### src/hw/acc_split_param_pkg.sv
// Accumulator split geometry
package acc_split_param_pkg;

  // --------------------------------------------------------------------------
  // NTT output stream shape
  // --------------------------------------------------------------------------
  localparam int PSI = 4;
  localparam int R   = 2;

  // Quarter slices shared between the subs and main halves
  localparam int MSPLIT_DIV         = 4;
  localparam int MSPLIT_SUBS_FACTOR = 1;
  localparam int MSPLIT_MAIN_FACTOR = 3;
  localparam int QPSI               = PSI / MSPLIT_DIV;
  localparam int SUBS_PSI           = MSPLIT_SUBS_FACTOR * QPSI;
  localparam int MAIN_PSI           = MSPLIT_MAIN_FACTOR * QPSI;

  // --------------------------------------------------------------------------
  // GRAM and stream field widths
  // --------------------------------------------------------------------------
  localparam int GRAM_NB    = 2;
  localparam int MOD_Q_W    = 16;
  localparam int GRAM_ADD_W = 6;
  localparam int BPBS_ID_W  = 4;

  // Bit 0 subs overflow and bit 1 main overflow
  localparam int ACC_ERROR_W = 2;

  typedef logic [MOD_Q_W-1:0]     coef_t;
  typedef logic [GRAM_ADD_W-1:0]  gram_add_t;
  typedef logic [BPBS_ID_W-1:0]   pbs_id_t;
  typedef logic [GRAM_NB-1:0]     gram_1h_t;
  typedef logic [ACC_ERROR_W-1:0] acc_error_t;

endpackage

### src/hw/ntt_stream_pkg.sv
// NTT stream and return types
package ntt_stream_pkg;

  // One lane group with its per-coefficient avail
  typedef struct packed {
    logic [acc_split_param_pkg::R-1:0]                avail;
    acc_split_param_pkg::coef_t [acc_split_param_pkg::R-1:0] data;
  } ntt_group_t;

  // Beat markers
  typedef struct packed {
    logic                         ctrl_avail;
    logic                         sob;
    logic                         eob;
    logic                         sol;
    logic                         eol;
    logic                         sog;
    logic                         eog;
    acc_split_param_pkg::pbs_id_t pbs_id;
  } ntt_ctrl_t;

  localparam int GROUP_W = $bits(ntt_group_t);
  localparam int CTRL_W  = $bits(ntt_ctrl_t);

  // Groups sit above the markers so that a narrower beat keeps the same layout
  typedef struct packed {
    ntt_group_t [acc_split_param_pkg::PSI-1:0] grp;
    ntt_ctrl_t                                  ctrl;
  } ntt_full_beat_t;

  typedef struct packed {
    ntt_group_t [acc_split_param_pkg::MAIN_PSI-1:0] grp;
    ntt_ctrl_t                                       ctrl;
  } ntt_main_beat_t;

  typedef struct packed {
    acc_split_param_pkg::gram_1h_t wr_avail_1h;
    logic                          subs_error;
  } slr_return_t;

endpackage

### src/hw/acc_split_assembly.sv
// Split accumulator assembly
`timescale 1ns/1ps

module acc_split_assembly #(
  parameter int SLR_LATENCY = 6
) (
  input  logic                                                       clk,
  input  logic                                                       s_rst_n,
  input  ntt_stream_pkg::ntt_full_beat_t                             ntt_in,
  input  acc_split_param_pkg::gram_1h_t                              wr_avail_1h,
  output logic [acc_split_param_pkg::GRAM_NB-1:0][acc_split_param_pkg::PSI-1:0]
               [acc_split_param_pkg::R-1:0]                          gram_wr_en,
  output acc_split_param_pkg::gram_add_t [acc_split_param_pkg::GRAM_NB-1:0]
         [acc_split_param_pkg::PSI-1:0][acc_split_param_pkg::R-1:0] gram_wr_add,
  output acc_split_param_pkg::coef_t [acc_split_param_pkg::GRAM_NB-1:0]
         [acc_split_param_pkg::PSI-1:0][acc_split_param_pkg::R-1:0] gram_wr_data,
  output acc_split_param_pkg::acc_error_t                            error
);

  // SLR_LATENCY must be at least 2 so that each direction keeps one stage
  localparam int OUTWARD_SLR_LATENCY = SLR_LATENCY / 2;
  localparam int RETURN_SLR_LATENCY  = SLR_LATENCY - OUTWARD_SLR_LATENCY;

  localparam int GRAM_NB   = acc_split_param_pkg::GRAM_NB;
  localparam int R         = acc_split_param_pkg::R;
  localparam int QPSI      = acc_split_param_pkg::QPSI;
  localparam int SUBS_PSI  = acc_split_param_pkg::SUBS_PSI;
  localparam int MAIN_PSI  = acc_split_param_pkg::MAIN_PSI;
  localparam int SUBS_DIV  = acc_split_param_pkg::MSPLIT_SUBS_FACTOR;
  localparam int SPLIT_DIV = acc_split_param_pkg::MSPLIT_DIV;

  ntt_stream_pkg::ntt_main_beat_t main_beat_in;
  ntt_stream_pkg::ntt_main_beat_t main_beat_out;
  ntt_stream_pkg::slr_return_t    ret_in;
  ntt_stream_pkg::slr_return_t    ret_out;
  logic                           subs_overflow;
  logic                           main_overflow;

  // Writer ports in quarter order
  logic [GRAM_NB-1:0][SUBS_PSI-1:0][R-1:0]                              subs_wr_en;
  acc_split_param_pkg::gram_add_t [GRAM_NB-1:0][SUBS_PSI-1:0][R-1:0]    subs_wr_add;
  acc_split_param_pkg::coef_t [GRAM_NB-1:0][SUBS_PSI-1:0][R-1:0]        subs_wr_data;
  logic [GRAM_NB-1:0][MAIN_PSI-1:0][R-1:0]                              main_wr_en;
  acc_split_param_pkg::gram_add_t [GRAM_NB-1:0][MAIN_PSI-1:0][R-1:0]    main_wr_add;
  acc_split_param_pkg::coef_t [GRAM_NB-1:0][MAIN_PSI-1:0][R-1:0]        main_wr_data;

  // --------------------------------------------------------------------------
  // Subs half and crossing
  // --------------------------------------------------------------------------
  acc_subs_side #(
    .NB_GROUPS (SUBS_PSI)
  ) u_subs_side (
    .clk          (clk),
    .s_rst_n      (s_rst_n),
    .ntt_in       (ntt_in),
    .wr_avail_1h  (ret_out.wr_avail_1h),
    .main_beat    (main_beat_in),
    .gram_wr_en   (subs_wr_en),
    .gram_wr_add  (subs_wr_add),
    .gram_wr_data (subs_wr_data),
    .subs_error   (subs_overflow)
  );

  assign ret_in.wr_avail_1h = wr_avail_1h;
  assign ret_in.subs_error  = subs_overflow;

  slr_crossing #(
    .OUTWARD_LATENCY (OUTWARD_SLR_LATENCY),
    .RETURN_LATENCY  (RETURN_SLR_LATENCY)
  ) u_slr_crossing (
    .clk      (clk),
    .s_rst_n  (s_rst_n),
    .main_in  (main_beat_in),
    .main_out (main_beat_out),
    .ret_in   (ret_in),
    .ret_out  (ret_out)
  );

  // --------------------------------------------------------------------------
  // Main half
  // --------------------------------------------------------------------------
  // Main side sits next to the GRAM arbiter and sees the one-hot directly
  gram_lane_writer #(
    .NB_GROUPS (MAIN_PSI)
  ) u_main_writer (
    .clk          (clk),
    .s_rst_n      (s_rst_n),
    .beat         (main_beat_out),
    .wr_avail_1h  (wr_avail_1h),
    .gram_wr_en   (main_wr_en),
    .gram_wr_add  (main_wr_add),
    .gram_wr_data (main_wr_data),
    .overflow     (main_overflow)
  );

  assign error = {main_overflow, ret_out.subs_error};

  // --------------------------------------------------------------------------
  // GRAM lane interleave
  // --------------------------------------------------------------------------
  // Quarter i group p lands on lane i*QPSI+p
  always_comb begin
    for (int i = 0; i < SUBS_DIV; i++) begin
      for (int b = 0; b < GRAM_NB; b++) begin
        for (int p = 0; p < QPSI; p++) begin
          gram_wr_en[b][i*QPSI+p]   = subs_wr_en[b][i*QPSI+p];
          gram_wr_add[b][i*QPSI+p]  = subs_wr_add[b][i*QPSI+p];
          gram_wr_data[b][i*QPSI+p] = subs_wr_data[b][i*QPSI+p];
        end
      end
    end
    for (int i = SUBS_DIV; i < SPLIT_DIV; i++) begin
      for (int b = 0; b < GRAM_NB; b++) begin
        for (int p = 0; p < QPSI; p++) begin
          gram_wr_en[b][i*QPSI+p]   = main_wr_en[b][(i-SUBS_DIV)*QPSI+p];
          gram_wr_add[b][i*QPSI+p]  = main_wr_add[b][(i-SUBS_DIV)*QPSI+p];
          gram_wr_data[b][i*QPSI+p] = main_wr_data[b][(i-SUBS_DIV)*QPSI+p];
        end
      end
    end
  end

endmodule

### src/hw/acc_subs_side.sv
// Accumulator subs half
`timescale 1ns/1ps

module acc_subs_side #(
  parameter int NB_GROUPS = 1
) (
  input  logic                                                      clk,
  input  logic                                                      s_rst_n,
  input  ntt_stream_pkg::ntt_full_beat_t                            ntt_in,
  input  acc_split_param_pkg::gram_1h_t                             wr_avail_1h,
  output ntt_stream_pkg::ntt_main_beat_t                            main_beat,
  output logic [acc_split_param_pkg::GRAM_NB-1:0][NB_GROUPS-1:0][acc_split_param_pkg::R-1:0]
                                                                    gram_wr_en,
  output acc_split_param_pkg::gram_add_t [acc_split_param_pkg::GRAM_NB-1:0][NB_GROUPS-1:0]
                                         [acc_split_param_pkg::R-1:0] gram_wr_add,
  output acc_split_param_pkg::coef_t [acc_split_param_pkg::GRAM_NB-1:0][NB_GROUPS-1:0]
                                     [acc_split_param_pkg::R-1:0]     gram_wr_data,
  output logic                                                      subs_error
);

  localparam int MAIN_PSI = acc_split_param_pkg::MAIN_PSI;
  localparam int R        = acc_split_param_pkg::R;

  logic [NB_GROUPS*ntt_stream_pkg::GROUP_W+ntt_stream_pkg::CTRL_W-1:0] subs_beat;
  ntt_stream_pkg::ntt_main_beat_t main_d;
  ntt_stream_pkg::ntt_main_beat_t main_q;
  logic [MAIN_PSI-1:0][R-1:0]     main_avail_q;
  logic                           main_ctrl_avail_q;

  // --------------------------------------------------------------------------
  // Lane split
  // --------------------------------------------------------------------------
  // Lowest slices stay here
  assign subs_beat = {ntt_in.grp[NB_GROUPS-1:0], ntt_in.ctrl};

  always_comb begin
    main_d.grp  = ntt_in.grp[NB_GROUPS +: MAIN_PSI];
    main_d.ctrl = ntt_in.ctrl;
  end

  // --------------------------------------------------------------------------
  // Main beat register
  // --------------------------------------------------------------------------
  always_ff @(posedge clk) begin
    if (!s_rst_n) begin
      main_avail_q      <= '0;
      main_ctrl_avail_q <= 1'b0;
    end else begin
      main_ctrl_avail_q <= main_d.ctrl.ctrl_avail;
      for (int p = 0; p < MAIN_PSI; p++) begin
        main_avail_q[p] <= main_d.grp[p].avail;
      end
    end
  end

  always_ff @(posedge clk) begin
    main_q <= main_d;
  end

  // Valid bits come from the reset flops
  always_comb begin
    main_beat                 = main_q;
    main_beat.ctrl.ctrl_avail = main_ctrl_avail_q;
    for (int p = 0; p < MAIN_PSI; p++) begin
      main_beat.grp[p].avail = main_avail_q[p];
    end
  end

  // --------------------------------------------------------------------------
  // Subs writer
  // --------------------------------------------------------------------------
  gram_lane_writer #(
    .NB_GROUPS (NB_GROUPS)
  ) u_subs_writer (
    .clk          (clk),
    .s_rst_n      (s_rst_n),
    .beat         (subs_beat),
    .wr_avail_1h  (wr_avail_1h),
    .gram_wr_en   (gram_wr_en),
    .gram_wr_add  (gram_wr_add),
    .gram_wr_data (gram_wr_data),
    .overflow     (subs_error)
  );

endmodule

### src/hw/gram_lane_writer.sv
// GRAM lane writer
`timescale 1ns/1ps

module gram_lane_writer #(
  parameter int NB_GROUPS = 1
) (
  input  logic                                                       clk,
  input  logic                                                       s_rst_n,
  input  logic [NB_GROUPS*ntt_stream_pkg::GROUP_W+ntt_stream_pkg::CTRL_W-1:0] beat,
  input  acc_split_param_pkg::gram_1h_t                              wr_avail_1h,
  output logic [acc_split_param_pkg::GRAM_NB-1:0][NB_GROUPS-1:0][acc_split_param_pkg::R-1:0]
                                                                     gram_wr_en,
  output acc_split_param_pkg::gram_add_t [acc_split_param_pkg::GRAM_NB-1:0][NB_GROUPS-1:0]
                                         [acc_split_param_pkg::R-1:0] gram_wr_add,
  output acc_split_param_pkg::coef_t [acc_split_param_pkg::GRAM_NB-1:0][NB_GROUPS-1:0]
                                     [acc_split_param_pkg::R-1:0]     gram_wr_data,
  output logic                                                       overflow
);

  localparam int GRAM_NB = acc_split_param_pkg::GRAM_NB;
  localparam int R       = acc_split_param_pkg::R;

  ntt_stream_pkg::ntt_group_t [NB_GROUPS-1:0]        grp;
  ntt_stream_pkg::ntt_ctrl_t                         ctrl;
  logic                                              bank_ok;
  logic                                              wr_go;
  acc_split_param_pkg::gram_add_t                    beat_cnt;
  acc_split_param_pkg::gram_add_t                    cur_add;
  acc_split_param_pkg::gram_add_t                    add_q;
  acc_split_param_pkg::coef_t [NB_GROUPS-1:0][R-1:0] data_q;

  assign {grp, ctrl} = beat;

  // Exactly one bank may take the beat
  assign bank_ok = $onehot(wr_avail_1h);
  assign wr_go   = ctrl.ctrl_avail & bank_ok;

  // --------------------------------------------------------------------------
  // Batch address
  // --------------------------------------------------------------------------
  // Address is the beat index within the batch
  assign cur_add = ctrl.sob ? '0 : beat_cnt;

  // Dropped beats still count
  always_ff @(posedge clk) begin
    if (!s_rst_n) begin
      beat_cnt <= '0;
    end else if (ctrl.ctrl_avail) begin
      beat_cnt <= cur_add + acc_split_param_pkg::gram_add_t'(1);
    end
  end

  // --------------------------------------------------------------------------
  // Write ports
  // --------------------------------------------------------------------------
  always_ff @(posedge clk) begin
    if (!s_rst_n) begin
      gram_wr_en <= '0;
    end else begin
      for (int b = 0; b < GRAM_NB; b++) begin
        for (int g = 0; g < NB_GROUPS; g++) begin
          gram_wr_en[b][g] <= (wr_go && wr_avail_1h[b]) ? grp[g].avail : '0;
        end
      end
    end
  end

  always_ff @(posedge clk) begin
    if (ctrl.ctrl_avail) begin
      add_q <= cur_add;
      for (int g = 0; g < NB_GROUPS; g++) begin
        data_q[g] <= grp[g].data;
      end
    end
  end

  // Same address and data offered to both banks
  always_comb begin
    for (int b = 0; b < GRAM_NB; b++) begin
      for (int g = 0; g < NB_GROUPS; g++) begin
        for (int r = 0; r < R; r++) begin
          gram_wr_add[b][g][r]  = add_q;
          gram_wr_data[b][g][r] = data_q[g][r];
        end
      end
    end
  end

  // Sticky until reset
  always_ff @(posedge clk) begin
    if (!s_rst_n) begin
      overflow <= 1'b0;
    end else if (ctrl.ctrl_avail && !bank_ok) begin
      overflow <= 1'b1;
    end
  end

endmodule

### src/hw/slr_crossing.sv
// SLR boundary pipelines
`timescale 1ns/1ps

module slr_crossing #(
  parameter int OUTWARD_LATENCY = 3,
  parameter int RETURN_LATENCY  = 3
) (
  input  logic                           clk,
  input  logic                           s_rst_n,
  input  ntt_stream_pkg::ntt_main_beat_t main_in,
  output ntt_stream_pkg::ntt_main_beat_t main_out,
  input  ntt_stream_pkg::slr_return_t    ret_in,
  output ntt_stream_pkg::slr_return_t    ret_out
);

  localparam int MAIN_PSI = acc_split_param_pkg::MAIN_PSI;
  localparam int R        = acc_split_param_pkg::R;

  ntt_stream_pkg::ntt_main_beat_t [OUTWARD_LATENCY-1:0] beat_sr;
  logic [OUTWARD_LATENCY-1:0][MAIN_PSI-1:0][R-1:0]      avail_sr;
  logic [OUTWARD_LATENCY-1:0]                           ctrl_avail_sr;
  logic [MAIN_PSI-1:0][R-1:0]                           avail_in;
  ntt_stream_pkg::slr_return_t [RETURN_LATENCY-1:0]     ret_sr;

  // --------------------------------------------------------------------------
  // Outward path
  // --------------------------------------------------------------------------
  always_comb begin
    for (int p = 0; p < MAIN_PSI; p++) begin
      avail_in[p] = main_in.grp[p].avail;
    end
  end

  always_ff @(posedge clk) begin
    if (!s_rst_n) begin
      avail_sr      <= '0;
      ctrl_avail_sr <= '0;
    end else begin
      avail_sr[0]      <= avail_in;
      ctrl_avail_sr[0] <= main_in.ctrl.ctrl_avail;
      for (int i = 1; i < OUTWARD_LATENCY; i++) begin
        avail_sr[i]      <= avail_sr[i-1];
        ctrl_avail_sr[i] <= ctrl_avail_sr[i-1];
      end
    end
  end

  // Data and markers
  always_ff @(posedge clk) begin
    beat_sr[0] <= main_in;
    for (int i = 1; i < OUTWARD_LATENCY; i++) begin
      beat_sr[i] <= beat_sr[i-1];
    end
  end

  always_comb begin
    main_out                 = beat_sr[OUTWARD_LATENCY-1];
    main_out.ctrl.ctrl_avail = ctrl_avail_sr[OUTWARD_LATENCY-1];
    for (int p = 0; p < MAIN_PSI; p++) begin
      main_out.grp[p].avail = avail_sr[OUTWARD_LATENCY-1][p];
    end
  end

  // --------------------------------------------------------------------------
  // Return path
  // --------------------------------------------------------------------------
  always_ff @(posedge clk) begin
    if (!s_rst_n) begin
      ret_sr <= '0;
    end else begin
      ret_sr[0] <= ret_in;
      for (int i = 1; i < RETURN_LATENCY; i++) begin
        ret_sr[i] <= ret_sr[i-1];
      end
    end
  end

  assign ret_out = ret_sr[RETURN_LATENCY-1];

endmodule

### config.mk
export PLATFORM = sky130hd
export DESIGN_NAME = acc_split_assembly
export DESIGN_NICKNAME = d
export VERILOG_FILES = /design/src/hw/acc_split_param_pkg.sv /design/src/hw/ntt_stream_pkg.sv /design/src/hw/acc_split_assembly.sv /design/src/hw/acc_subs_side.sv /design/src/hw/gram_lane_writer.sv /design/src/hw/slr_crossing.sv
export SDC_FILE = /design/constraint.sdc
export NUM_CORES = 1
export LEC_CHECK = 0
export ABC_AREA = 1
export BUFFER_PORTS_ARGS = -buffer_cell sky130_fd_sc_hd__buf_2
export CORE_AREA = 2 2 205 207
export CTS_CLUSTER_SIZE = 20
export DETAILED_ROUTE_END_ITERATION = 10
export DIE_AREA = 0 0 207 209
export PLACE_DENSITY = 0.66
export SLEW_MARGIN = 10
export SYNTH_ARGS = -nofsm -noshare
export SYNTH_HDL_FRONTEND = slang
export SYNTH_SLANG_ARGS = --single-unit
### constraint.sdc
create_clock -name clk -period 3.89 [get_ports clk]
set_clock_uncertainty 0.15 [all_clocks]
set_input_delay 0.778 -clock clk [delete_from_list [all_inputs] [get_ports clk]]
set_output_delay 0.778 -clock clk [all_outputs]
set_load 0.01 [all_outputs]
==> flow_summary.yaml, run 1 <==
synthesis:
  netlist.area_leader.share_pct: 57.3
  synthCells: 1017
  synthTopCellsByArea: "dfxtp_1 57%, edfxtp_1 26%, buf_4 10%, nand2_1 1.5%, inv_1 1.2%"
  syn_area_mm2: 0.0159
  synth_nets: 1169
  ys_ff_latch: 595
  synth_cell_types: 25
  synth_warnings: 0
  yosysSeqAreaShare_pct: 83.8
  yosysTopAreaCell: "dfxtp_1"
  synth_area_per_cell_um2: 15.6
power:
  ir_worst_vdd_mv: 0.470
  totalPowerFinal_mw: 12.1
  power_leakage_nw: 8.75
  combPwrFrac_pct: 1.9
  p_int_mw: 9.68
  p_per_area_mw_per_mm2: 626
  seq_power_share_pct: 55.3
  p_sw_mw: 2.39
  power_frac_clock_pct: 42.8
  sw_frac_of_total_pct: 19.8
global_route:
  grt_max_degree: 62
  grt_pass1_wl_mm: 38.2
  grt_pass1_vias: 7038
  grtUsageTotal_pct: 11.5
  antenna_found_initial: 8
  globalRouteOverflowTotal: 0
floorplanning:
  die_area_mm2: 0.0433
  core-area_mm2: 0.0413
  die_y_um: 209
  start_util_pct: 38.5
  die_w_um: 207
  row_count: 75
  ios: 521
place:
  place_area_mm2: 0.0175
  gp_congestion: 0.797
  dp_cells: 1847
  dpl.hpwl_mm: 18.6
  io_buffers: 511
timing:
  finalSetupTns_ns: 0
  max_slew_margin_pct: 41.8
  tightestPinTransition_ns: 0.874
  setup_viol: 0
  drv_slew: 0
  post-route-period-util_pct: 57.8
  hold_viol_final: 0
  clock.fmax_ghz: 0.445
  fin_crit_ns: 2.25
  rsz0062_at_grt: "no"
finish:
  drive_gt1_share_pct: 44.4
  layout_common_cells: "511 x buf_2, 454 x dfxtp_1, 140 x edfxtp_1"
  synthToLayoutAreaGrowth_pct: 21.3
  multi_input_area_um2: 649
  final.fill_count: 3602
  final_area_mm2: 0.0193
  final_common_cell: "buf_2"
  finalNonFillerCells: 1951
  regArea_mm2: 0.0133
  nets: 1517
  final_core_util_pct: 46.7
critical_path:
  cp_cell_sequence: "buf_2"
  worstSetupPathType: "reg -> out"
  cp_max_fo: 12
  worstPathArrival_ns: 1.32
  cp-start-kind: "register"
  crit_buf_inv: 1
  setup.worst_path.end_class: "output pin"
  crit_family: "flip-flops"
  required_ns: 2.96
  cp_slowest_cell: "edfxtp_1"
  max_stage_delay_ns: 0.53
clock_tree:
  cts_buffer_depth: 3
  cts_setup_buffers: 0
  cts_buffers: 55
  htreeDepth: 2
  clkTransAtPathRegs_ns: 0.07
  cts_tree: "yes"
  root_buffer: "clkbuf_16"
  cts_sinks: 595
  clk_latency_ns: 0.58
  hold_buffers: 0
  ctsResizeCount: 0
routing:
  drcViolationCount: 0
  drt_iter0_markers: 208
  vias_per_cell: 3.89
  wl_mm: 26.4
  final_antenna_net_count: 0
  via_count: 7595
  avgRoutedWirePerCell_um: 13.5
  drt_first_pass_iters: 4
run_status:
  status: "finished, final reports clean"
job:
  maxCapViolCount: 0
worst_hold_path:
  min_path_type: "in -> reg"
==> per-layer routing <==
metal  vias to the layer above  global-route usage (%)  part of all wire, %
met2                       354                    20.4                   51
met4                        12                    5.52                  3.7
met5                         -                       0                 0.31
li1                       3707                       -                    -
met3                        74                    4.06                  8.3
met1                      3448                    12.2                   37
==> through the flow <==
step | hold slack [ns] | setup WS, ns
6_report | 0.148 | 1.64
3_3_place_gp | 0.160 | 1.77
2_1_floorplan | 0.160 | 0.272
4_1_cts | 0.104 | 1.59
5_1_grt | 0.109 | 1.55
3_5_place_dp | 0.162 | 1.72
==> cell usage after synthesis, drive strengths merged <==
cell	number
dfxtp	455
buf	223
edfxtp	140
inv	63
nand2	63
nor2	32
a21oi	12
o21ai	8
nor3	6
nand3	5
clkinv	2
nand3b	2
nand4	2
a21boi	1
ha	1
or2	1
xnor2	1
==> kinds of logic (layout without fill, tap and decap cells) <==
group                    count (synthesis)  after routing  share of synthesized area, %
XOR/XNOR                                 1              1                        0.0552
adder cells (fa/ha/maj)                  1              1                        0.0788
AND/OR/NAND/NOR                        111            111                          3.28
flip-flops                             595            595                          83.8
AO/OA/AOI/OAI                           21             21                         0.678
buffers and inverters                  288            681                          12.1
other                                    0              2                             0
==> registers in the layout, summed over array words and instances, names as in the netlist <==
register                                count
u_slr_crossing.avail_sr                    12
u_slr_crossing.main_out                   103
u_subs_side.u_subs_writer.beat_cnt          6
u_subs_side.main_ctrl_avail_q               1
u_slr_crossing.ctrl_avail_sr                3
u_main_writer.beat_cnt                      6
u_subs_side.u_subs_writer.add_q             6
u_subs_side.u_subs_writer.gram_wr_en        4
u_subs_side.main_beat                     103
u_main_writer.gram_wr_data                 96
u_main_writer.add_q                         6
u_subs_side.u_subs_writer.overflow          1
u_main_writer.overflow                      1
u_subs_side.u_subs_writer.gram_wr_data     32
u_main_writer.gram_wr_en                   12
u_slr_crossing.ret_sr                       6
u_slr_crossing.beat_sr                    194
u_slr_crossing.ret_out                      3
==> worst paths after layout <==
kind	from	endpoint	slack [ns]	depth (start not counted)
worst max-delay path	u_main_writer.add_q[4]	gram_wr_add[76]	1.64	1
worst min-delay path	ntt_in[55]	u_subs_side.main_beat[21]	0.15	1
worst max register to register	u_slr_crossing.ctrl_avail_sr[2]	u_main_writer.beat_cnt[5]	2.02	5
worst min register to register	u_slr_crossing.beat_sr[37]	u_slr_crossing.beat_sr[150]	0.17	0
==> power by group through the flow <==
stage / sequential [mW] / combinational [mW] / clock [mW]
after global placement: 6.79 / 0.232 / 0
after global routing: 6.69 / 0.254 / 5.56
after CTS: 6.67 / 0.235 / 5.32
after floorplan: 6.80 / 0.116 / 0
final: 6.67 / 0.231 / 5.17
after detailed placement: 6.81 / 0.234 / 0
==> layout make-up <==
class	instances	area share [%]
inverters	65	1.28
repair buffers	514	13.5
multi-input cells	134	3.37
flip-flops and latches	595	69.1
well taps	539	3.50
clock inverters	22	0.896
diodes	2	0.0260
clock buffers	80	8.39
Note: power is estimated with default switching activity, not from simulation.
==> inputs of run 2 (changes only) <==
--- a/config.mk
+++ b/config.mk
@@ -5,12 +5,12 @@
 export SDC_FILE = /design/constraint.sdc
 export NUM_CORES = 1
 export LEC_CHECK = 0
-export ABC_AREA = 1
+export ABC_AREA = 0
 export BUFFER_PORTS_ARGS = -buffer_cell sky130_fd_sc_hd__buf_2
-export CORE_AREA = 2 2 205 207
+export CORE_AREA = 2 2 204 206
 export CTS_CLUSTER_SIZE = 20
 export DETAILED_ROUTE_END_ITERATION = 10
-export DIE_AREA = 0 0 207 209
+export DIE_AREA = 0 0 206 208
 export PLACE_DENSITY = 0.66
 export SLEW_MARGIN = 10
 export SYNTH_ARGS = -nofsm -noshare
==> constraint.sdc (replaced) <==
create_clock -name clk -period 1.9 [get_ports clk]
set_clock_uncertainty 0.15 [all_clocks]
set_input_delay 0.38 -clock clk [delete_from_list [all_inputs] [get_ports clk]]
set_output_delay 0.38 -clock clk [all_outputs]
set_load 0.01 [all_outputs]
==> run 2 against run 1 <==
Synthesized area is 0.92% lower. Combinational power rose to 3.1 times the previous value. Power increased by 110%. Register-to-register slack got worse by 1.9 ns. Non-clock buffer count grew 155. Synthesized cell count fell by 7.1%. Count of clock-buffer cells in the layout grew 5. Largest cell class unchanged. Highest routed layer is now met4.
==> flow_summary.yaml, run 2 <==
finish:
  layout_common_cells: "511 x buf_2, 454 x dfxtp_1, 140 x dlygate4sd3_1, 140 x edfxtp_1, 63 x clkbuf_16"
  largest_reg_flops: 194
  largest-register: "u_slr_crossing.beat_sr"
  final_core_util_pct: 51.2
  final_common_cell: "buf_2"
  nets: 1600
  synthToLayoutAreaGrowth_pct: 32.0
  final_area_mm2: 0.0208
  finalNonFillerCells: 2030
  drive_gt1_share_pct: 41.6
clock_tree:
  root_buffer: "clkbuf_16"
  cts_sinks: 595
  htreeDepth: 2
  ctsResizeCount: 0
  cts_buffer_depth: 3
  clk_latency_ns: 0.58
  cts_tree: "yes"
  clkTransAtPathRegs_ns: 0.06
  cts_buffers: 55
critical_path:
  r2r_end: "u_subs_side.u_subs_writer.beat_cnt[4]"
  r2r_slack_ns: 0.16
  r2r_cells: 5
  cp_cell_sequence: "dlygate4sd3_1 -> buf_2 -> nor2b_1 -> ha_1 -> nand3_1 -> or4_1 -> a21oi_1"
  worstSetupPathType: "in -> reg"
  cp_max_fo: 7
  worstPathArrival_ns: 2.22
  max_stage_delay_ns: 0.55
  cp_slowest_cell: "dlygate4sd3_1"
  reg2reg_from: "u_subs_side.u_subs_writer.beat_cnt[0]"
  required_ns: 2.26
  setup.worst_path.end_class: "register"
  cp-start-kind: "input port"
worst_hold_path:
  holdPathStages: 2
  min_to: "u_slr_crossing.ctrl_avail_sr[2]"
  min_path_type: "in -> reg"
  hold_start: "s_rst_n"
power:
  ir_worst_vdd_mv: 0.953
  p_sw_mw: 4.93
  sw_frac_of_total_pct: 19.4
  p_int_mw: 20.5
  seq_power_share_pct: 53.8
  power_frac_clock_pct: 43.4
  combPwrFrac_pct: 2.8
  totalPowerFinal_mw: 25.4
  p_per_area_mw_per_mm2: 1220
  power_leakage_nw: 9.03
timing:
  setup_viol: 0
  fin_crit_ns: 1.86
  tightestPinTransition_ns: 0.444
  hold_viol_final: 0
  clock.fmax_ghz: 0.538
  hold-worst-slack_ns: 0.0521
  max_slew_margin_pct: 70.4
  drv_slew: 0
  finalSetupTns_ns: 0
  timing.final.ws_setup_ns: 0.0420
  post-route-period-util_pct: 97.8
  rsz0062_at_grt: "no"
global_route:
  use_met3_pct: 4.12
  globalRouteOverflowTotal: 0
  grt_pass1_wl_mm: 44.3
  grt_pass1_vias: 8001
  grt_max_degree: 47
  top_usage_layer: "met2"
  gr-usage-met2_pct: 25.4
  use_met1_pct: 13.9
  grtUsageTotal_pct: 13.6
  antenna_found_initial: 4
floorplanning:
  start_util_pct: 38.8
  die_area_mm2: 0.0428
  die_w_um: 206
  ios: 521
  row_count: 74
  die_y_um: 208
  core-area_mm2: 0.0406
synthesis:
  synth_nets: 1097
  yosysTopAreaCell: "dfxtp_1"
  synth_top_flop_cell: "dfxtp_1"
  synth_area_per_cell_um2: 16.7
  synth_most_common_cell: "dfxtp_1"
  yosysSeqAreaShare_pct: 84.6
  synth_cell_types: 37
  synthArstFlopShare_pct: 0
  synthTopCellsByArea: "dfxtp_1 58%, edfxtp_1 27%, buf_4 10%, and2_1 1.9%, nor2b_1 0.44%"
  syn_area_mm2: 0.0157
  synth_edf_count: 140
  synthCells: 945
  ys_ff_latch: 595
  synthTopCellsByCount: "455 x dfxtp_1, 215 x buf_4, 140 x edfxtp_1"
  netlist.area_leader.share_pct: 57.9
  synth_warnings: 0
routing:
  via_count: 8066
  final_antenna_net_count: 0
  drt_iter0_markers: 362
  avgRoutedWirePerCell_um: 14.9
  drt_first_pass_iters: 4
  vias_per_cell: 3.97
  wl_mm: 30.3
  drcViolationCount: 0
run_status:
  status: "finished, final reports clean"
place:
  dpl.hpwl_mm: 19.8
  dp_slack_ns: 0.0244
  place_area_mm2: 0.0174
  dp_cells: 1772
  gp_congestion: 0.823
  io_buffers: 511
job:
  maxCapViolCount: 0
[run 2: changes by cell type in the layout (fill, tap and decap cells not counted), moves of 10 or more]
cell | previous run | this run
and2_1 | 0 | 49
buf_4 | 2 | 12
dlygate4sd3_1 | 0 | 140
inv_1 | 52 | 0
nand2_1 | 62 | 7
nor2_1 | 27 | 12
nor2b_1 | 0 | 11
[run 2: kinds of logic (layout without fill, tap and decap cells)]
kind of cell / after synthesis / in the layout / synth area share [%]
AO/OA/AOI/OAI: 22 / 22 / 0.907
adder cells (fa/ha/maj): 1 / 1 / 0.0795
buffers and inverters: 225 / 774 / 10.6
flip-flops: 595 / 595 / 84.6
multiplexers: 1 / 1 / 0.0636
other: 0 / 4 / 0
AND/OR/NAND/NOR: 101 / 101 / 3.79
[run 2: timing repair]
| action | CTS | global route |
|---|---|---|
| hold buffers | 140 | 0 |
| setup buffers | 1 | 10 |
| endpoints found under the hold margin | 147 | 0 |
| setup endpoints to repair | 12 | 60 |
[run 2: critical path, delay by kind of cell]
| family | cells | cell delay, ns |
|---|---|---|
| adders and majority gates | 1 | 0.26 |
| buffers and inverters | 2 | 0.71 |
| AOI/OAI and AO/OA | 1 | 0.14 |
| and+or+nand+nor | 3 | 0.72 |
[run 2: routing by layer]
layer / vias to the layer above / wire, um
met5: - / 0
met2: 341 / 16400
li1: 3892 / -
met1: 3781 / 10900
met3: 52 / 2220
met4: 0 / 880
[run 2: power groups by stage]
stage / registers [mW] / clock network (mW) / logic (mW)
after floorplan: 13.9 / 0 / 0.221
after global placement: 13.9 / 0 / 0.475
after detailed placement: 13.9 / 0 / 0.479
after CTS: 13.7 / 11.3 / 0.717
after global routing: 13.7 / 11.9 / 0.789
final: 13.7 / 11.0 / 0.721
[run 2: area by class of cell]
| class | instances | area [um^2] |
|---|---|---|
| Inverter | 2 | 7.51 |
| Clock inverter | 18 | 154 |
| Clock buffer | 85 | 1730 |
| Sequential cell | 595 | 13300 |
| Timing Repair Buffer | 669 | 4120 |
| Tap cell | 532 | 666 |
| Antenna cell | 4 | 10.0 |
| Fill cell | 3292 | 19800 |
| Multi-Input combinational cell | 125 | 762 |
[run 2: how the worst max path moves through the flow]
stage	from	end	slack, ns	cells after the start
global route	ntt_in[9]	u_subs_side.u_subs_writer.beat_cnt[4]	0.002	7
global placement	ntt_in[9]	u_subs_side.u_subs_writer.beat_cnt[4]	0.15	6
floorplan	u_slr_crossing.ctrl_avail_sr[2]	u_main_writer.beat_cnt[5]	-0.09	3
finish	ntt_in[9]	u_subs_side.u_subs_writer.beat_cnt[4]	0.04	7
detailed placement	ntt_in[9]	u_subs_side.u_subs_writer.beat_cnt[4]	0.02	6
CTS	u_main_writer.add_q[2]	gram_wr_add[80]	0.005	1
